--- src/verilog/rtg_pkg.sv ---
`default_nettype none

package rtg_pkg;

  ////////////////////////////////////////////////////////////
  // Sizes
  ////////////////////////////////////////////////////////////
  localparam int FRAME_ADDR_W = 12;                  // Frame memory word address
  localparam int FRAME_DEPTH  = 1 << FRAME_ADDR_W;   // Words in frame memory
  localparam int WORD_W       = 16;                  // Frame word
  localparam int COLOR_W      = 8;                   // Per channel
  localparam int FIFO_DEPTH   = 16;                  // Stream FIFO words
  localparam int FIFO_AW      = $clog2(FIFO_DEPTH);
  localparam int CNT_W        = FIFO_AW + 1;         // Holds 0..FIFO_DEPTH
  localparam int BURST_LEN    = 8;                   // Words per fetch burst
  localparam int CLUT_DEPTH   = 256;
  localparam int CLUT_IDX_W   = $clog2(CLUT_DEPTH);
  localparam int PIX_CNT_W    = 3;                   // Clocks per fetch counter
  localparam int VB_CNT_W     = 5;                   // Extra blank lines
  localparam int BASE_ALIGN   = 4;                   // Low zero bits of base

  ////////////////////////////////////////////////////////////
  // Types
  ////////////////////////////////////////////////////////////
  typedef struct packed {
    logic [COLOR_W-1:0] r;
    logic [COLOR_W-1:0] g;
    logic [COLOR_W-1:0] b;
  } rgb_t;

  typedef struct packed {
    logic [4:0] red;
    logic [5:0] green;
    logic [4:0] blue;
  } rgb565_t;

  typedef struct packed {
    logic [CLUT_IDX_W-1:0] hi_idx;                   // Second pixel
    logic [CLUT_IDX_W-1:0] lo_idx;                   // First pixel
  } clut_pair_t;

  // One frame word, read as hi-colour or as two palette indices
  typedef union packed {
    rgb565_t    rgb565;
    clut_pair_t clut;
  } frame_word_u;

  typedef struct packed {
    logic                           ena;             // RTG screen on
    logic                           clut_mode;       // 8-bit indexed
    logic                           ext;             // Active area one clock longer
    logic [PIX_CNT_W-1:0]           pixel_width;     // Clocks per fetch minus one
    logic [VB_CNT_W-1:0]            vb_end;          // Extra blank lines
    logic [FRAME_ADDR_W-BASE_ALIGN-1:0] base_addr;   // Above alignment bits
  } rtg_cfg_t;

  typedef struct packed {
    logic hs;
    logic vs;
    logic cs;
    logic hblank;
    logic vblank;
    logic osd_window;
    logic osd_pixel;
    rgb_t rgb;
  } video_in_t;

  typedef struct packed {
    logic hs;
    logic vs;
    logic cs;
    rgb_t rgb;
  } video_out_t;

  typedef struct packed {
    logic                    req;
    logic                    we;
    logic                    clut_sel;           // Palette instead of frame
    logic [FRAME_ADDR_W-1:0] addr;
    logic [WORD_W-1:0]       wdata;
  } host_req_t;

  typedef struct packed {
    logic                    en;
    logic                    we;
    logic [FRAME_ADDR_W-1:0] addr;
    logic [WORD_W-1:0]       wdata;
  } mem_req_t;

  // RGB565 to 888, top bits repeated into the low bits
  function automatic rgb_t rgb565_expand(input frame_word_u w);
    rgb_t c;
    c.r = {w.rgb565.red, w.rgb565.red[4:2]};
    c.g = {w.rgb565.green, w.rgb565.green[5:4]};
    c.b = {w.rgb565.blue, w.rgb565.blue[4:2]};
    return c;
  endfunction

endpackage

`default_nettype wire

--- src/verilog/rtg_mem_arbiter.sv ---
`default_nettype none

module rtg_mem_arbiter
  import rtg_pkg::*;
(
  input  wire logic                    CLK_114,
  input  wire logic                    rst,
  // Stream fetcher side
  input  wire logic                    fetch_req,
  input  wire logic [FRAME_ADDR_W-1:0] fetch_addr,
  output logic                         fetch_grant,
  output logic                         fill,
  output logic      [WORD_W-1:0]       fill_data,
  // Host side
  input  wire host_req_t               host,
  output logic                         host_ack,
  output logic                         clut_wr,
  output logic      [CLUT_IDX_W-1:0]   clut_idx,
  output rgb_t                         clut_data,
  // Frame memory
  output mem_req_t                     mem,
  input  wire logic [WORD_W-1:0]       rdata
);

  logic host_frame;     // Host wants the frame memory
  logic host_grant;     // Host gets it this cycle
  logic clut_ack_q;     // CLUT write ack, one cycle after req
  logic rd_pend;        // Fetch read in flight

  ////////////////////////////////////////////////////////////
  // Grant
  ////////////////////////////////////////////////////////////
  assign fetch_grant = fetch_req;                    // Fetch wins any tie
  assign host_frame  = host.req & ~host.clut_sel;
  assign host_grant  = host_frame & ~fetch_req;      // First free cycle

  always_comb begin
    mem.en    = fetch_req | (host_grant & host.we);  // Host reads dropped
    mem.we    = ~fetch_req & host.we;
    mem.addr  = fetch_req ? fetch_addr : host.addr;
    mem.wdata = host.wdata;
  end

  ////////////////////////////////////////////////////////////
  // Read return and CLUT acknowledge
  ////////////////////////////////////////////////////////////
  always_ff @(posedge CLK_114) begin
    if (rst) begin
      rd_pend    <= 1'b0;
      clut_ack_q <= 1'b0;
    end else begin
      rd_pend    <= fetch_req;                       // RAM answers next cycle
      clut_ack_q <= host.req & host.clut_sel & ~clut_ack_q;
    end
  end

  assign fill      = rd_pend;
  assign fill_data = rdata;

  // Host fields are held until ack, so write straight from them
  assign clut_wr   = clut_ack_q & host.we;
  assign clut_idx  = host.addr[CLUT_IDX_W-1:0];      // Low address bits
  assign clut_data = rgb565_expand(frame_word_u'(host.wdata));

  assign host_ack  = host_grant | clut_ack_q;        // Single ack point

endmodule

`default_nettype wire

--- config.mk ---
export PLATFORM = sky130hd
export DESIGN_NAME = rtg_mem_arbiter
export DESIGN_NICKNAME = d
export VERILOG_FILES = /design/src/verilog/rtg_pkg.sv /design/src/verilog/rtg_mem_arbiter.sv
export SDC_FILE = /design/constraint.sdc
export NUM_CORES = 1
export LEC_CHECK = 0
export ABC_AREA = 0
export BUFFER_PORTS_ARGS = -buffer_cell sky130_fd_sc_hd__buf_2
export CORE_UTILIZATION = 26
export DETAILED_ROUTE_END_ITERATION = 7
export GPL_ROUTABILITY_DRIVEN = 0
export PLACE_DENSITY = 0.92
export SLEW_MARGIN = 20
export SYNTH_ARGS = -nofsm -noshare
export SYNTH_HDL_FRONTEND = slang
export SYNTH_SLANG_ARGS = --single-unit
export TNS_END_PERCENT = 10
--- constraint.sdc ---
create_clock -name CLK_114 -period 0.93 [get_ports CLK_114]
set_clock_uncertainty 0.05 [all_clocks]
set_input_delay 0.093 -clock CLK_114 [delete_from_list [all_inputs] [get_ports CLK_114]]
set_output_delay 0.093 -clock CLK_114 [all_outputs]
set_load 0.005 [all_outputs]
# Yosys cells after proc, flatten, opt, wreduce, memory -nomap -nowiden
# Index checks and enable logic that the tools add are counted.
[totals] regBits=2 input_bits=62 out_inout_bits=82 word_cells=15
[classes] muxes=1 bitwise_logic=12
[op_table] operator="12-bit two-way mux" n=1
[op_table] operator="1-bit bitwise AND" n=7
[op_table] operator="1-bit NOT" n=3
[op_table] operator="1-bit OR" n=2

# Depth between registers and ports, before layout
# Gate-level depths: netlist (run 1).
[depth] ltp_word=5 ltp_mapped=3 depth_no_buf=2

# Least setup slack after synthesis (run 1)
# No wires, ideal clock.
[synth_timing] kind="in2out" from="input fetch_req" to="output mem[20] (netlist name)" t_arrival_ns=0.632 required_time_ns=0.787 path_slack_ns=0.155 cell_stages=3 path_buffers=2 path_cell_list="buf_6 buf_12 mux2_4"
[synth_lines] item="from (decl)" line="rtg_mem_arbiter.sv:9" source="input wire logic fetch_req,"
[synth_lines] item="to (decl)" line="rtg_mem_arbiter.sv:21" source="output mem_req_t mem,"

# Worst setup path in the final report (run 1)
[layout_timing] from="register clut_ack_q" to="output host_ack"
[layout_between] elab_chain_cells=1
[layout_rtl] item="from (decl)" line="rtg_mem_arbiter.sv:27" source="logic clut_ack_q;"
[layout_rtl] item="from (signal assigned)" line="rtg_mem_arbiter.sv:53" source="clut_ack_q <= host.req & host.clut_sel & ~clut_ack_q;"
[layout_rtl] item="1-bit OR" line="rtg_mem_arbiter.sv:65" source="assign host_ack = host_grant | clut_ack_q;"
[layout_rtl] item="to (decl)" line="rtg_mem_arbiter.sv:16" source="output logic host_ack,"
# Every way passes these cells.

==> metrics.txt, run 1 <==
Final Max Slew Viols 0; drt drc 0; post-synth top area share 0.636; Post-Syn Area 767 um2; setup ws final -0.00180 ns; Hold Path Stages 3; pre-CTS setup slack -0.0197 ns; Post-DP HPWL 934 um; grt ovf 0; largest net degree at the start of global routing 11; antenna cells 0; Final Critical Period 0.932 ns; CP peak stage delay 0.31 ns; WL final 1150 um; crit path kind flip-flop to primary output; CP Max Fanout 3; Synth area leader buf_4; Post-synth EDFFs 0; DR WL/cell 9.94 um; DP Cell Count 111; most common cell in the netlist buf_4; chip width 56.3 um; Crit. End Element primary output; worst hold endpoint clut_ack_q; failing checks setup timing; Comb pwr share 0.471; CORE AREA 2780 um2; RSZ-0062 raised after global routing yes; number of buffers added on ports 55; TNS Setup -0.00180 ns; DIE HEIGHT 56.3 um; drt via density 4.16; top cells by area, synth buf_4, mux2_4, mux2_2; IO Count 144; Area Growth Syn to Fin -15.3%; post-place instance area 602 um2; fmax 1.07 GHz; Worst Tran Pin Value 0.130 ns; Initial Utilization 0.276; VDD IR-drop max 0.000428 V; final hold violations 0; Seq/Total Area, Yosys 0.0522; final antenna-violating net count 0; Worst Hold Class primary input to flip-flop; share of cells above drive strength 1 0.871; ys flop type dfxtp_1; power share of the clock group 0.356; final net count 149; Post-synth ARST share 0; Mapped Avg Cell Area 8.52 um2; CTS sink cnt 2; outcome finished with violations; Mapped Cells 90; switching share of total power 0.250; Slew HR 0.912; initial antenna violation count 0; first-pass GRT wire length 1590 um; Mapped Nets 152; area of the multi-input gates 204 um2; Fillers 307; Cell Count, Final, Fillers Out 116; leak pwr 0.377 nW; synth cell count leaders buf_4, mux2_2, mux2_4; CP arrival 0.79 ns; vias in the first global route 383; Worst setup SP type flip-flop; worst reg2reg path depth 2; clock-pin transition on the worst setup and hold timing paths 0.03 ns; Psw 0.000134 W; crit-path cells o21bai_1 > buf_2; Clock Tree Root clkbuf_4; register bit total from synthesis 2; Ys Warns 0; RR Endpoint clut_ack_q; Tcrit/Tclk final 1.00; Storage cell area 41.3 um2; worst flop-to-flop path startpoint clut_ack_q; PD cells 824 nW/um2; Starting DRT DRC Count 11; CTS tree built; detailed-route via count 483; Util after Layout 0.233; CTS H-Tree Depth 1; design area 649 um2; total CTS buffers 3; Finish-stage setup viols 1; Pint 0.000401 W; post-synth cell types 14; Hold Path Origin host[30]; DRT Pass-1 Iters 2; reg-to-reg setup timing slack 0.21 ns; max-cap violations 0; clock latency on the worst-skew pair 0.22 ns; worst path required time 0.79 ns; clk buf depth 2; Worst path slowest cell dfxtp_2; cell row count 19; aggregate global-route resource usage 0.0693; Seq pwr share 0.173; die area 3170 um2
-- through the flow --
stage	hold WS, ns	total power (W)
floorplan	0.115	0.000423
global placement	0.136	0.000333
detailed placement	0.136	0.000339
CTS	0.0418	0.000544
global route	0.0436	0.000576
finish	0.0454	0.000535
-- power groups by stage --
stage / clock network, W / logic, W / registers (W)
6_report: 0.000191 / 0.000252 / 0.0000924
5_1_grt: 0.000210 / 0.000273 / 0.0000925
4_1_cts: 0.000200 / 0.000251 / 0.0000924
3_5_place_dp: 0 / 0.000246 / 0.0000932
3_3_place_gp: 0 / 0.000240 / 0.0000930
2_1_floorplan: 0 / 0.000330 / 0.0000934
-- worst max-delay path: cells and delay by family (launching register included) --
family,cells,cell delay (ns)
buf+inv,1,0.12
compound gates,1,0.14
flops,1,0.31
-- cells by family (layout without fill, tap and decap cells) --
family | Yosys count | in the layout | share of synthesized area
AO/OA/AOI/OAI | 2 | 2 | 0.0196
buffers and inverters | 68 | 63 | 0.682
flip-flops | 2 | 2 | 0.0522
multiplexers | 12 | 12 | 0.206
AND/OR/NAND/NOR | 6 | 6 | 0.0408
-- flip-flops by register name, indices dropped and copies added (netlist names) --
signal      flops
fill            1
clut_ack_q      1
-- cell type report --
type / instances / area share
Tap cell: 31 / 0.0597
Timing Repair Buffer: 59 / 0.522
Clock buffer: 3 / 0.0347
Multi-Input combinational cell: 20 / 0.314
Inverter: 1 / 0.00578
Sequential cell: 2 / 0.0636
-- layout by cell type, fill, tap and decap left out, types with 2 or more instances in the layout --
cell type / Yosys / layout
buf_2: 0 / 54
mux2_4: 6 / 6
mux2_2: 6 / 6
clkbuf_4: 0 / 3
o21bai_1: 2 / 2
buf_12: 1 / 2
-- per-layer routing --
metal  track usage  share of wire  vias to the layer above
li1              -              -                      210
met1        0.0379           0.27                      190
met2         0.109           0.45                       75
met3        0.0599           0.23                        8
met4        0.0941          0.050                        0
met5             0              0                        -
-- worst max-delay path by stage --
stage / start / endpoint / slack (ns) / cells past startpoint
2_1_floorplan: fetch_req / mem[20] / 0.16 / 3
3_3_place_gp: fetch_req / mem[19] / -0.004 / 4
3_5_place_dp: fetch_req / mem[25] / -0.02 / 4
4_1_cts: clut_ack_q / host_ack / -0.01 / 2
5_1_grt: clut_ack_q / host_ack / -0.04 / 2
6_report: clut_ack_q / host_ack / -0.002 / 2
-- timing repair --
item / CTS / global route
hold buffers: 1 / 0
endpoints found under the setup margin: 13 / 9
hold endpoints to repair: 2 / 0
resized for setup: 2 / 1
buffers inserted: 0 / 1
pin swaps: 0 / 0
Power figures use the tool's default switching activity.
==> run 2: changes to the inputs <==
--- a/config.mk
+++ b/config.mk
@@ -7,8 +7,10 @@
 export LEC_CHECK = 0
 export ABC_AREA = 0
 export BUFFER_PORTS_ARGS = -buffer_cell sky130_fd_sc_hd__buf_2
-export CORE_UTILIZATION = 26
+export CORE_AREA = 2 2 57 59
+export CTS_BUF_LIST = sky130_fd_sc_hd__clkbuf_4
 export DETAILED_ROUTE_END_ITERATION = 7
+export DIE_AREA = 0 0 59 61
 export GPL_ROUTABILITY_DRIVEN = 0
 export PLACE_DENSITY = 0.92
 export SLEW_MARGIN = 20
==> metrics.txt, run 2 (synthesis gave the netlist of run 1 again) <==
switching share of total power 0.256 (was 0.250); Slew HR 0.918 (was 0.912); number of buffers added on ports 55 (unchanged); crit path kind flip-flop to primary output (unchanged); WL final 1290 um (was 1150 um); CP arrival 0.79 ns (about the same); crit-path cells o21bai_1 > buf_2 (unchanged); chip width 59 um (was 56.3 um); Comb pwr share 0.477 (was 0.471); vias in the first global route 394 (was 383); drt via density 4.11 (was 4.16); Worst Tran Pin Value 0.122 ns (was 0.130 ns); Tcrit/Tclk final 1.01 (was 1.00); aggregate global-route resource usage 0.0609 (was 0.0693); Finish-stage setup viols 1 (unchanged); VDD IR-drop max 0.000216 V (was 0.000428 V); IO Count 144 (unchanged); Post-DP HPWL 1100 um (was 934 um); worst path required time 0.79 ns (about the same); clock latency on the worst-skew pair 0.22 ns (about the same); setup ws final -0.00714 ns (was -0.00180 ns); Storage cell area 41.3 um2 (unchanged); Worst Hold Class primary input to flip-flop (unchanged); CP peak stage delay 0.31 ns (about the same); Initial Utilization 0.260 (was 0.276); CORE AREA 2950 um2 (was 2780 um2); CP delay by family, top flip-flops (unchanged); Area Growth Syn to Fin -14.2% (was -15.3%); outcome finished with violations (unchanged); drt drc 0 (unchanged); CTS tree built (unchanged); share of cells above drive strength 1 0.871 (unchanged); DR WL/cell 10.9 um (was 9.94 um); CP Max Fanout 3 (unchanged); Seq pwr share 0.170 (was 0.173); final hold violations 0 (unchanged); die area 3600 um2 (was 3170 um2); most frequent cells in the layout buf_2, mux2_4, mux2_2, clkbuf_4 (unchanged); Worst path slowest cell dfxtp_2 (unchanged); grt ovf 0 (unchanged); commonest non-fill, non-tap cell in the layout buf_2 (unchanged); leak pwr 0.379 nW (was 0.377 nW); detailed-route via count 485 (was 483); initial antenna violation count 0 (unchanged); clk buf depth 2 (unchanged); largest net degree at the start of global routing 12 (was 11); Util after Layout 0.223 (was 0.233); total CTS buffers 3 (unchanged); first-pass GRT wire length 1590 um (about the same); Fillers 332 (was 307); cell row count 20 (was 19); Crit. End Element primary output (unchanged); Starting DRT DRC Count 17 (was 11); Pint 0.000405 W (was 0.000401 W); Psw 0.000140 W (was 0.000134 W); failing checks setup timing (unchanged); Worst setup SP type flip-flop (unchanged); antenna cells 0 (unchanged); Clock Tree Root clkbuf_4 (unchanged); max-cap violations 0 (unchanged); total power draw 0.000545 W (was 0.000535 W); power share of the clock group 0.353 (was 0.356); clock-pin transition on the worst setup and hold timing paths 0.03 ns (about the same); DIE HEIGHT 61 um (was 56.3 um); DRT Pass-1 Iters 3 (was 2); RSZ-0062 raised after global routing yes (unchanged); CTS sink cnt 2 (unchanged); fmax 1.07 GHz (about the same); PD cells 828 nW/um2 (was 824 nW/um2); area of the multi-input gates 204 um2 (unchanged); final antenna-violating net count 0 (unchanged); Final Max Slew Viols 0 (unchanged); Worst Path Buf+Inv 1 (unchanged); final net count 149 (unchanged); TNS Setup -0.00714 ns (was -0.00180 ns); Final Critical Period 0.937 ns (was 0.932 ns); CTS H-Tree Depth 1 (unchanged)
[run 2: worst register-to-register path, stage by stage, from the launching register on]
cell and delay (ns):
dfxtp_2 0.31, buf_4 0.12, nor3_1 0.15
[run 2: final cells by class]
class                   instances  area share
flip-flops and latches          2      0.0627
repair buffers                 59       0.525
inverters                       1     0.00570
clock buffers                   3      0.0342
multi-input cells              20       0.310
well taps                      33      0.0627
[run 2: power by group through the flow]
stage | Clock [W] | Combinational [W] | Sequential [W]
2_1_floorplan | 0 | 0.000330 | 0.0000934
3_3_place_gp | 0 | 0.000246 | 0.0000935
3_5_place_dp | 0 | 0.000250 | 0.0000936
4_1_cts | 0.000206 | 0.000258 | 0.0000926
5_1_grt | 0.000217 | 0.000285 | 0.0000929
6_report | 0.000193 | 0.000260 | 0.0000926
[run 2: timing repair]
item                                    CTS  global route
hold endpoints to repair                  2             0
endpoints found under the setup margin   13            12
hold buffers                              1             0
gates cloned                              0             0
buffers inserted                          1             0
gates resized for setup                   2             2
[run 2: path summary, 6_finish.rpt]
path | cells after the start | to | start | slack (ns)
min reg2reg | 2 | clut_ack_q | clut_ack_q | 0.44
max | 2 | host_ack | clut_ack_q | -0.007
min | 3 | clut_ack_q | host[30] | 0.05
max reg2reg | 2 | clut_ack_q | clut_ack_q | 0.22
[run 2: per-layer routing]
layer	track usage	part of all wire	up-vias
met5	0	0	-
met4	0.0455	0.013	0
met3	0.0661	0.22	6
met2	0.0889	0.45	75
met1	0.0468	0.31	193
li1	-	-	211
[run 2: metrics by stage]
| stage | area, um2 | std cells | hold WS, ns | setup WS (ns) |
|---|---|---|---|---|
| after global placement | 604 | 113 | 0.136 | -0.00446 |
| after CTS | 648 | 118 | 0.0451 | -0.0229 |
| after global routing | 658 | 118 | 0.0675 | -0.0503 |
| after floorplan | 767 | 90 | 0.115 | 0.155 |
| final | 658 | 118 | 0.0520 | -0.00714 |
| after detailed placement | 604 | 113 | 0.136 | -0.0219 |
