[src/verilog/rtg_pkg.sv]
`default_nettype none

package rtg_pkg;

  ////////////////////////////////////////////////////////////
  // Sizes
  ////////////////////////////////////////////////////////////
  localparam int FRAME_ADDR_W = 12;                  // Frame memory word address
  localparam int FRAME_DEPTH  = 1 << FRAME_ADDR_W;   // Words in frame memory
  localparam int WORD_W       = 16;                  // Frame word
  localparam int COLOR_W      = 8;                   // Per channel
  localparam int FIFO_DEPTH   = 16;                  // Stream FIFO words
  localparam int FIFO_AW      = $clog2(FIFO_DEPTH);
  localparam int CNT_W        = FIFO_AW + 1;         // Holds 0..FIFO_DEPTH
  localparam int BURST_LEN    = 8;                   // Words per fetch burst
  localparam int CLUT_DEPTH   = 256;
  localparam int CLUT_IDX_W   = $clog2(CLUT_DEPTH);
  localparam int PIX_CNT_W    = 3;                   // Clocks per fetch counter
  localparam int VB_CNT_W     = 5;                   // Extra blank lines
  localparam int BASE_ALIGN   = 4;                   // Low zero bits of base

  ////////////////////////////////////////////////////////////
  // Types
  ////////////////////////////////////////////////////////////
  typedef struct packed {
    logic [COLOR_W-1:0] r;
    logic [COLOR_W-1:0] g;
    logic [COLOR_W-1:0] b;
  } rgb_t;

  typedef struct packed {
    logic [4:0] red;
    logic [5:0] green;
    logic [4:0] blue;
  } rgb565_t;

  typedef struct packed {
    logic [CLUT_IDX_W-1:0] hi_idx;                   // Second pixel
    logic [CLUT_IDX_W-1:0] lo_idx;                   // First pixel
  } clut_pair_t;

  // One frame word, read as hi-colour or as two palette indices
  typedef union packed {
    rgb565_t    rgb565;
    clut_pair_t clut;
  } frame_word_u;

  typedef struct packed {
    logic                           ena;             // RTG screen on
    logic                           clut_mode;       // 8-bit indexed
    logic                           ext;             // Active area one clock longer
    logic [PIX_CNT_W-1:0]           pixel_width;     // Clocks per fetch minus one
    logic [VB_CNT_W-1:0]            vb_end;          // Extra blank lines
    logic [FRAME_ADDR_W-BASE_ALIGN-1:0] base_addr;   // Above alignment bits
  } rtg_cfg_t;

  typedef struct packed {
    logic hs;
    logic vs;
    logic cs;
    logic hblank;
    logic vblank;
    logic osd_window;
    logic osd_pixel;
    rgb_t rgb;
  } video_in_t;

  typedef struct packed {
    logic hs;
    logic vs;
    logic cs;
    rgb_t rgb;
  } video_out_t;

  typedef struct packed {
    logic                    req;
    logic                    we;
    logic                    clut_sel;           // Palette instead of frame
    logic [FRAME_ADDR_W-1:0] addr;
    logic [WORD_W-1:0]       wdata;
  } host_req_t;

  typedef struct packed {
    logic                    en;
    logic                    we;
    logic [FRAME_ADDR_W-1:0] addr;
    logic [WORD_W-1:0]       wdata;
  } mem_req_t;

  // RGB565 to 888, top bits repeated into the low bits
  function automatic rgb_t rgb565_expand(input frame_word_u w);
    rgb_t c;
    c.r = {w.rgb565.red, w.rgb565.red[4:2]};
    c.g = {w.rgb565.green, w.rgb565.green[5:4]};
    c.b = {w.rgb565.blue, w.rgb565.blue[4:2]};
    return c;
  endfunction

endpackage

`default_nettype wire

[src/verilog/rtg_pixel_timing.sv]
`default_nettype none

module rtg_pixel_timing
  import rtg_pkg::*;
(
  input  wire logic     CLK_114,
  input  wire logic     rst,
  input  wire rtg_cfg_t cfg,
  input  wire logic     hs,
  input  wire logic     hblank,
  input  wire logic     vblank,
  output logic          pixel_pull,    // Take next word from FIFO
  output logic          byte_sel,      // High CLUT index
  output logic          rtg_blank
);

  logic [PIX_CNT_W-1:0] pix_cnt;       // Clocks since last pull
  logic [VB_CNT_W-1:0]  vb_cnt;        // Lines since vblank fell
  logic                 rtg_vblank;    // Stretched vblank
  logic                 blank_d;
  logic                 sel_raw;
  logic                 hs_d;
  logic                 hs_rise;

  assign rtg_blank = rtg_vblank | hblank;
  assign hs_rise   = hs & ~hs_d;

  // Fetch strobe, ext lets the last pixel run one clock into blank
  assign pixel_pull = cfg.ena & (pix_cnt == cfg.pixel_width)
                    & (~rtg_blank | (cfg.ext & ~blank_d));

  ////////////////////////////////////////////////////////////
  // Pixel clock and byte select
  ////////////////////////////////////////////////////////////
  always_ff @(posedge CLK_114) begin
    if (rst) begin
      pix_cnt  <= '0;
      sel_raw  <= 1'b0;
      byte_sel <= 1'b0;
      blank_d  <= 1'b1;                              // Counts as blank out of reset
      hs_d     <= 1'b0;
    end else begin
      blank_d  <= rtg_blank;
      hs_d     <= hs;
      byte_sel <= sel_raw & ~pixel_pull;             // One cycle late, low on a new word
      if (pix_cnt == {1'b0, cfg.pixel_width[PIX_CNT_W-1:1]}) begin
        sel_raw <= 1'b1;                             // Halfway through pixel
      end
      if (rtg_blank || pixel_pull) begin
        pix_cnt <= '0;
        sel_raw <= 1'b0;
      end else begin
        pix_cnt <= pix_cnt + 1'b1;
      end
    end
  end

  ////////////////////////////////////////////////////////////
  // Extended vertical blank
  ////////////////////////////////////////////////////////////
  always_ff @(posedge CLK_114) begin
    if (rst) begin
      rtg_vblank <= 1'b1;
      vb_cnt     <= '0;
    end else if (vblank) begin
      rtg_vblank <= 1'b1;                            // Restart line count
      vb_cnt     <= '0;
    end else if (vb_cnt == cfg.vb_end) begin
      rtg_vblank <= 1'b0;                            // Enough extra lines
    end else if (hs_rise) begin
      vb_cnt <= vb_cnt + 1'b1;
    end
  end

endmodule

`default_nettype wire

[config.mk]
export PLATFORM = sky130hd
export DESIGN_NAME = rtg_pixel_timing
export DESIGN_NICKNAME = d
export VERILOG_FILES = /design/src/verilog/rtg_pkg.sv /design/src/verilog/rtg_pixel_timing.sv
export SDC_FILE = /design/constraint.sdc
export NUM_CORES = 1
export LEC_CHECK = 0
export ABC_AREA = 1
export BUFFER_PORTS_ARGS = -buffer_cell sky130_fd_sc_hd__buf_2
export CORE_AREA = 2 2 45 47
export DETAILED_ROUTE_END_ITERATION = 7
export DIE_AREA = 0 0 47 49
export HOLD_SLACK_MARGIN = 0.15
export PLACE_DENSITY = 0.69
export SETUP_SLACK_MARGIN = 0.2
export SLEW_MARGIN = 20
export SYNTH_ARGS = -nofsm -noshare
export SYNTH_HDL_FRONTEND = slang
export SYNTH_SLANG_ARGS = --single-unit
[constraint.sdc]
create_clock -name CLK_114 -period 1.3 [get_ports CLK_114]
set_clock_uncertainty 0.15 [all_clocks]
set_input_delay 0.26 -clock CLK_114 [delete_from_list [all_inputs] [get_ports CLK_114]]
set_output_delay 0.26 -clock CLK_114 [all_outputs]
set_load 0.02 [all_outputs]
Yosys cells after proc, flatten, opt, wreduce, memory -nomap -nowiden

Index checks and enable logic that the tools add are counted.

Add/subtract/negate cells: 2
Equal/unequal tests: 3
Bitwise operators: 12
Reduce and logical (&&, ||, !) cells: 4

Operators with widths:

| operator                                                      | number |
|---|---|
| 5-bit by 1-bit adder with 5-bit output, second input constant | 1 |
| 1-bit AND                                                     | 5 |
| 5-bit == test                                                 | 1 |
| 1-bit inverter                                                | 5 |
| 2-bit OR reduction                                            | 2 |
| 3-bit by 1-bit adder with 3-bit output, second input constant | 1 |
| 3-bit by 2-bit == test with 1-bit output                      | 1 |
| 3-bit == test                                                 | 1 |
| 1-bit OR                                                      | 2 |
| 2-bit AND reduction                                           | 1 |
| 1-bit logical OR                                              | 1 |

Bits in registers: 13
Input port bits: 24
Output and inout bits: 3
Logic and storage cells: 28

Logic depth before layout (Yosys ltp)

Gate-level depths: netlist (run 1).

Depth after elaboration: 6
Mapped depth: 9
Gate-level depth less buffers: 8

Worst setup path before layout (run 1)

Ideal clock, no wire load.

Path kind: reg-to-output
Start: register rtg_vblank
End: output pixel_pull
Arrival time: 0.988 ns
Required time: 0.890 ns
Slack: -0.098 ns
Cell stages (with the launch flop): 5
Path buffers: 0
Cells stage by stage: dfxtp_1 > or2_1 > o21ai_0 > nand4_1 > inv_1

Longest elaborated chain between the ends: 4

Ends and longest elaborated chain:

| what                     | line                   | RTL |
|---|---|---|
| start: declaration       | rtg_pixel_timing.sv:19 | `logic rtg_vblank;` |
| start signal: assignment | rtg_pixel_timing.sv:63 | `rtg_vblank <= 1'b1;` |
| start signal: assignment | rtg_pixel_timing.sv:66 | `rtg_vblank <= 1'b1;` |
| start signal: assignment | rtg_pixel_timing.sv:69 | `rtg_vblank <= 1'b0;` |
| 1-bit OR                 | rtg_pixel_timing.sv:25 | `assign rtg_blank = rtg_vblank \| hblank;` |
| via rtg_blank            | rtg_pixel_timing.sv:14 | `output logic rtg_blank` |
| 1-bit inverter           | rtg_pixel_timing.sv:30 | `& (~rtg_blank \| (cfg.ext & ~blank_d));` |
| 1-bit OR                 | rtg_pixel_timing.sv:30 |  |
| 1-bit AND                | rtg_pixel_timing.sv:30 |  |
| end: declaration         | rtg_pixel_timing.sv:12 | `output logic pixel_pull,` |

The timed path passes the listed nets, and every way through them passes these cells.

Worst setup path after layout (run 1)

Start: register pix_cnt[2]
End: output pixel_pull

Longest elaborated chain between the ends: 3

Ends and longest elaborated chain:

| what                     | line                   | RTL |
|---|---|---|
| start: declaration       | rtg_pixel_timing.sv:17 | `logic [PIX_CNT_W-1:0] pix_cnt;` |
| start signal: assignment | rtg_pixel_timing.sv:53 | `pix_cnt <= pix_cnt + 1'b1;` |
| 3-bit == test            | rtg_pixel_timing.sv:29 | `assign pixel_pull = cfg.ena & (pix_cnt == cfg.pixel_width)` |
| 1-bit AND                | rtg_pixel_timing.sv:29 |  |
| 1-bit AND                | rtg_pixel_timing.sv:30 |  |

Every way passes these cells.

==> results of run 1 <==
-- worst max-delay path, stage by stage (launching register included) --
cell and delay, ns:
dfxtp_2 0.32, or2_1 0.21, a21oi_2 0.18, nand4_1 0.19, inv_2 0.10, buf_6 0.11
-- area by class of cell --
class,instances,area [µm²]
multi-input cells,72,518.0
well taps,27,33.78
inverters,20,75.07
clock buffers,4,26.28
flip-flops and latches,13,271.5
repair buffers,40,299.0
fillers,178,618.1
-- kinds of logic (layout without fill, tap and decap cells) --
| family | count (synthesis) | count (layout) | share of synthesized area |
|---|---|---|---|
| simple gates | 55 | 56 | 0.3436 |
| buf+inv | 21 | 64 | 0.1248 |
| flops | 13 | 13 | 0.3761 |
| compound gates | 11 | 11 | 0.08137 |
| xor+xnor | 3 | 3 | 0.03798 |
| fa+ha+maj | 2 | 2 | 0.03616 |
-- placed cells by master, fill, tap and decap left out, types with 2 or more instances in the layout --
| master | instances |
|---|---|
| nand3_2 | 6 |
| a21oi_2 | 6 |
| dfxtp_1 | 6 |
| nor2_1 | 9 |
| buf_6 | 7 |
| dfxtp_2 | 6 |
| nand2_1 | 17 |
| inv_1 | 14 |
| clkbuf_4 | 3 |
| o21ai_0 | 2 |
| xnor2_1 | 2 |
| nor2_4 | 4 |
| inv_2 | 6 |
| nor2_2 | 4 |
| buf_2 | 14 |
| nand3_4 | 3 |
| buf_4 | 17 |
| nand2_2 | 8 |
-- flip-flops by register name, summed over array words and instances, names as in the netlist --
name and count:
blank_d 1, byte_sel 1, hs_d 1, pix_cnt 3, rtg_vblank 1, sel_raw 1
vb_cnt 5
-- power by group through the flow --
stage / Combinational [µW] / Clock (µW) / Sequential [µW]
floorplan: 53.0 / 0 / 417
global placement: 95.0 / 0 / 416
detailed placement: 99.6 / 0 / 416
CTS: 130 / 261 / 407
global route: 162 / 280 / 407
finish: 147 / 251 / 407
-- through the flow --
stage | hold WS, ns | utilization
5_1_grt | 0.1364 | 0.6644
3_3_place_gp | 0.2838 | 0.5075
4_1_cts | 0.1011 | 0.6318
2_1_floorplan | 0.1819 | -
6_report | 0.1091 | 0.6644
3_5_place_dp | 0.2912 | 0.5075
-- worst paths after layout --
path / start / to / slack, ns / cells past startpoint
setup / recovery: pix_cnt[2] / pixel_pull / -0.50 / 5
hold / removal: vblank / rtg_vblank / 0.11 / 3
setup reg to reg: pix_cnt[2] / byte_sel / -0.43 / 9
hold reg to reg: rtg_vblank / rtg_vblank / 0.30 / 2
-- metal layers --
layer | GRT usage | up-vias
li1 | - | 416
met5 | 0 | -
met1 | 0.1891 | 372
met3 | 0.02222 | 4
met2 | 0.3470 | 14
met4 | 0.05556 | 0
-- what timing repair did --
action | in CTS | in global routing
endpoints found under the hold margin | 9 | 1
setup endpoints to repair | 15 | 15
buffers inserted | 5 | 2
gates resized for setup | 37 | 13
pin swaps | 12 | 10
cloned | 1 | 0
==> summary.md, run 1 <==
| Metric | Value |
|---|---|
| Antenna diodes | `0` |
| # hold bufs at CTS | `2` |
| Placed cells | `about 160` |
| Proportion of layout cells with a drive suffix above 1 | `0.5973` |
| Initial antenna violation count | `0` |
| RSZ-0062 raised after global routing | `true` |
| Min cycle time layout | `1.796 ns` |
| Switching share of power | `0.2653` |
| Crit path max fanout | `2` |
| Peak VDD IR | `563.6 µV` |
| WP data arrival | `1.39 ns` |
| Max Slew Vio Count | `0` |
| First-pass GRT wire length | `just over 3000 µm` |
| Met2 wire len | `around 1100 µm` |
| Die H | `approximately 49 µm` |
| Normalized max-slew margin | `0.7164` |
| DIE WIDTH | `47 µm` |
| Placeable Area | `1842 µm²` |
| RePlAce Congestion | `0.7465` |
| Synth top area cells | `dfxtp_1 38%, nand2_1 14%, inv_1 9.8%, nor2_1 7.6%, nand3_1 5.8%` |
| Synth area leader | `dfxtp_1` |
| Cell Area, Placed | `934.6 µm²` |
| Pre-CTS setup slack | `-0.2716 ns` |
| Post-Syn Nets | `131` |
| Root Driver | `clkbuf_4` |
| Power, Total | `roughly 800 µW` |
| Clock Path Buffers | `2` |
| CTS clock-pin slew for the worst setup and hold paths | `0.08 ns` |
| Htree depth | `1` |
| Overall routed net length | `~1900 µm` |
| Pleak | `0.0005543 µW` |
| Worst Setup Slack, final | `-0.4964 ns` |
| Max Used Layer | `met4` |
| Status | `finished, violations left` |
| GRT overflow | `0` |
| Comb power frac | `0.183` |
| Startpoint Class | `flip-flop` |
| Port Buffers | `17` |
| Final HPWL DP | `about 1100 µm` |
| Final hold viol count | `0` |
| Post-synth EDFFs | `0` |
| Starting density of the core | `0.3757` |
| Fmax | `0.5567 GHz` |
| Post-route ant nets | `0` |
| Async SR Flop Fraction | `0` |
| Flops & latches, synth | `13` |
| DR vias/cell | `around 4.6` |
| Violated checks | `negative setup slack` |
| Distinct cells, synth | `18` |
| Final period util | `1.382` |
| Internal cell power | `just under 600 µW` |
| Setup TNS | `-1.129 ns` |
| Slew @ Worst Pin | `0.4238 ns` |
| Share of Yosys cell area claimed by the top area cell type | `0.3761` |
| Cell area after layout | `1224 µm²` |
| Net Sw Power | `213.5 µW` |
| P&R area growth vs syn | `76.85%` |
| Finished Layout Cells | `176` |
| MaxCap Viol Count | `0` |
| Largest net degree at the start of global routing | `8` |
| Sequential area share after synthesis | `0.3761` |
| Most common flop cell mapped by yosys | `dfxtp_1` |
| Most frequent cells after synthesis | `26 x nand2_1, 18 x inv_1, 14 x nor2_1, 13 x dfxtp_1, 8 x nand3_1` |
| Critical Path RT | `0.89 ns` |
| Syn_area_per_cell | `6.590 µm²` |
| Final setup fails | `7` |
| DRT iter0 DRCs | `3` |
| Standard-cell row count | `16` |
| Yosys warnings | `0` |
| # IOs | `27` |
| CTS Buf Count | `3` |
| Vias in the first global route | `758` |
| DRC Markers | `0` |
| Mapped Cells | `105` |
| Clk network pwr share | `0.312` |
| Hold Crit Class | `input port to flip-flop` |
| PD cells | `657.7 nW/µm²` |
| GRT Util Overall | `0.1810` |
| Routed met1 length | `709 µm` |
| Crit Path Class | `flip-flop to output pin` |
| Routed wire per std cell | `approximately 11 µm` |
| CTS tree | `done` |
| Worst setup EP type | `output pin` |
| Top-count cell post-synth | `nand2_1` |
| Die footprint | `2303 µm²` |
| Clk sinks | `13` |
| Sequential fraction of design power | `0.505` |
| Routed vias | `806` |
| Mapped cell area | `691.9 µm²` |
| Clock latency at the later pin of the worst-skew pair | `0.27 ns` |
| Drt pass-1 iters | `4` |
| Layout net count | `176` |
| Met3 Wirelength | `approximately 55 µm` |
(Power assumes the default switching activity.)
==> inputs of run 2 (changes only) <==
--- a/config.mk
+++ b/config.mk
@@ -11,7 +11,7 @@
 export DETAILED_ROUTE_END_ITERATION = 7
 export DIE_AREA = 0 0 47 49
 export HOLD_SLACK_MARGIN = 0.15
-export PLACE_DENSITY = 0.69
+export PLACE_DENSITY = 0.68
 export SETUP_SLACK_MARGIN = 0.2
 export SLEW_MARGIN = 20
 export SYNTH_ARGS = -nofsm -noshare
==> summary.md, run 2 (synthesis results as in run 1) <==
| Metric | Value |
|---|---|
| Final hold viol count | `0 (unchanged)` |
| Largest net degree at the start of global routing | `8 (unchanged)` |
| Initial antenna violation count | `0 (unchanged)` |
| Final HPWL DP | `1089 µm (-3.4%)` |
| Worst setup EP type | `output pin` |
| Most flops, register | `vb_cnt` |
| # hold bufs at CTS | `2 (unchanged)` |
| First-pass GRT wire length | `2553 µm (-16%)` |
| Clock latency at the later pin of the worst-skew pair | `0.27 ns (about the same)` |
| Max Slew Vio Count | `0 (unchanged)` |
| WP data arrival | `1.30 ns (-0.09 ns)` |
| Cell Area, Placed | `934.6 µm² (unchanged)` |
| Port Buffers | `17 (unchanged)` |
| Slew @ Worst Pin | `0.3902 ns (-0.03363 ns)` |
| GRT Util Overall | `0.1505 (-0.03044)` |
| Overall routed net length | `1503 µm (-21%)` |
| Hold Crit Class | `input port to flip-flop` |
| Utilization after layout | `0.6243 (-0.04008)` |
| Placed cells | `162 (unchanged)` |
| Clock Path Buffers | `2 (unchanged)` |
| Finished Layout Cells | `171 (-2.8%)` |
| RSZ-0062 raised after global routing | `true` |
| Die H | `49 µm (unchanged)` |
| CTS Buf Count | `3 (unchanged)` |
| Critical Path RT | `0.89 ns (about the same)` |
| FF-to-FF path depth | `6 (-3)` |
| Biggest regs | `vb_cnt: 5 flops, pix_cnt: 3 flops` |
| Slowest CP cell | `dfxtp_2` |
| Routed vias | `765 (-5.1%)` |
| DIE WIDTH | `47 µm (unchanged)` |
| Max reg flops | `5 (unchanged)` |
| Layout net count | `171 (-2.8%)` |
| PD cells | `685.0 nW/µm² (+4.2%)` |
| # IOs | `27 (unchanged)` |
| Peak VDD IR | `571.0 µV (+1.3%)` |
| Drt pass-1 iters | `3 (-1)` |
| Setup TNS | `-0.6205 ns (+0.5086 ns)` |
| Worst path cell trace | `or2_1, a21oi_2, nand4_1, inv_2, buf_6` |
| Status | `finished, violations left` |
| Fmax | `0.5858 GHz (+5.2%)` |
| Final setup fails | `3 (-4)` |
| DRC Markers | `0 (unchanged)` |
| R2r startpoint | `pix_cnt[2]` |
| Crit Path Class | `flip-flop to output pin` |
| Hold path start | `vblank` |
| Post-route ant nets | `0 (unchanged)` |
| Clk sinks | `13 (unchanged)` |
| CP peak stage delay | `0.32 ns (about the same)` |
| CTS clock-pin slew for the worst setup and hold paths | `0.08 ns (about the same)` |
| Htree depth | `1 (unchanged)` |
| GRT overflow | `0 (unchanged)` |
| Hold depth | `3 (unchanged)` |
| CTS tree | `done` |
| Cell area after layout | `1150 µm² (-6.0%)` |
| RePlAce Congestion | `0.7434 (-0.42%)` |
| Placeable Area | `1842 µm² (unchanged)` |
| Root Driver | `clkbuf_4` |
| Startpoint Class | `flip-flop` |
| Worst Setup Slack, final | `-0.4070 ns (+0.08940 ns)` |
| Standard-cell row count | `16 (unchanged)` |
| Reg-to-reg critical path endpoint | `byte_sel` |
| Min cycle time layout | `1.707 ns (-0.08940 ns)` |
| Pleak | `0.0005262 µW (-5.1%)` |
| Normalized max-slew margin | `0.7389 (+0.02250)` |
| Routed wire per std cell | `8.789 µm (-18%)` |
| DRT iter0 DRCs | `4 (+1)` |
| Leading cell types in the layout, fill and taps excluded | `15 x nand2_1, 15 x buf_4, 14 x buf_2, 13 x inv_1, 12 x nor2_1` |
| P&R area growth vs syn | `66.18%` |
| Antenna diodes | `0 (unchanged)` |
| Violated checks | `negative setup slack` |
| Crit path max fanout | `2 (unchanged)` |
| Fin Hold WS | `0.1083 ns (-0.0007260 ns)` |
| Final period util | `1.313 (-0.06877)` |
| DR vias/cell | `4.474 (-2.3%)` |
| MaxCap Viol Count | `0 (unchanged)` |
| Starting density of the core | `0.3757 (unchanged)` |
| Min-Delay Endpoint | `rtg_vblank` |
| Register-to-register setup slack | `-0.04 ns (+0.39 ns)` |
| Vias in the first global route | `684 (-9.8%)` |
| Proportion of layout cells with a drive suffix above 1 | `0.5694 (-0.02787)` |
| Die footprint | `2303 µm² (unchanged)` |
[run 2: changes by cell type in the layout (fill, tap and decap cells not counted), moves of 2 or more]
cell,before,now
buf_6,7,4
nor2_2,4,1
nand3_1,1,3
nand2_1,17,15
nand2_2,8,11
buf_4,17,15
nor2_1,9,12
[run 2: timing repair]
action / in CTS / in global routing
buffers inserted: 1 / 1
gates cloned: 1 / 0
endpoints found under the setup margin: 15 / 15
gates resized for setup: 37 / 6
pin swaps: 14 / 12
hold endpoints to repair: 7 / 1
[run 2: worst max-delay path by stage]
| stage | start | endpoint | slack (ns) |
|---|---|---|---|
| 5_1_grt | pix_cnt[2] | pixel_pull | -0.48 |
| 6_report | pix_cnt[2] | pixel_pull | -0.41 |
| 2_1_floorplan | pix_cnt[2] | pixel_pull | -0.01 |
| 3_3_place_gp | cfg[15] | pixel_pull | -0.24 |
| 3_5_place_dp | cfg[15] | pixel_pull | -0.26 |
| 4_1_cts | pix_cnt[2] | pixel_pull | -0.42 |
[run 2: power breakdown]
group / internal, µW / switching [µW] / total (µW)
Clock: 119 / 130 / 248
Combinational: 65.0 / 68.5 / 133
Sequential: 402 / 4.06 / 406
[run 2: area by class of cell]
class,instances,area (µm²)
Fill cell,173,691.9
Timing Repair Buffer,35,250.2
Sequential cell,13,271.5
Clock buffer,4,26.28
Multi-Input combinational cell,72,493.0
Inverter,20,75.07
Tap cell,27,33.78
[run 2: metal layers]
| layer | routed length, µm | up-vias | GRT usage |
|---|---|---|---|
| li1 | - | 401 | - |
| met1 | 618 | 353 | 0.1651 |
| met2 | 831 | 11 | 0.2671 |
| met3 | 53 | 0 | 0.03333 |
| met4 | 0 | 0 | 0.05556 |
| met5 | 0 | - | 0 |
[run 2: critical path, delay by kind of cell, from the launching register on]
| family | cells | cell delay, ns |
|---|---|---|
| AND/OR/NAND/NOR | 2 | 0.36 |
| flip-flops | 1 | 0.32 |
| AO/OA/AOI/OAI | 1 | 0.15 |
| buffers and inverters | 2 | 0.19 |
[run 2: stage by stage]
| stage | power [µW] | setup WS [ns] |
|---|---|---|
| 3_5_place_dp | 514.6 | -0.2626 |
| 2_1_floorplan | 469.8 | -0.01352 |
| 3_3_place_gp | 511.3 | -0.2449 |
| 6_report | 787.7 | -0.4070 |
| 5_1_grt | 831.4 | -0.4841 |
| 4_1_cts | 791.3 | -0.4205 |
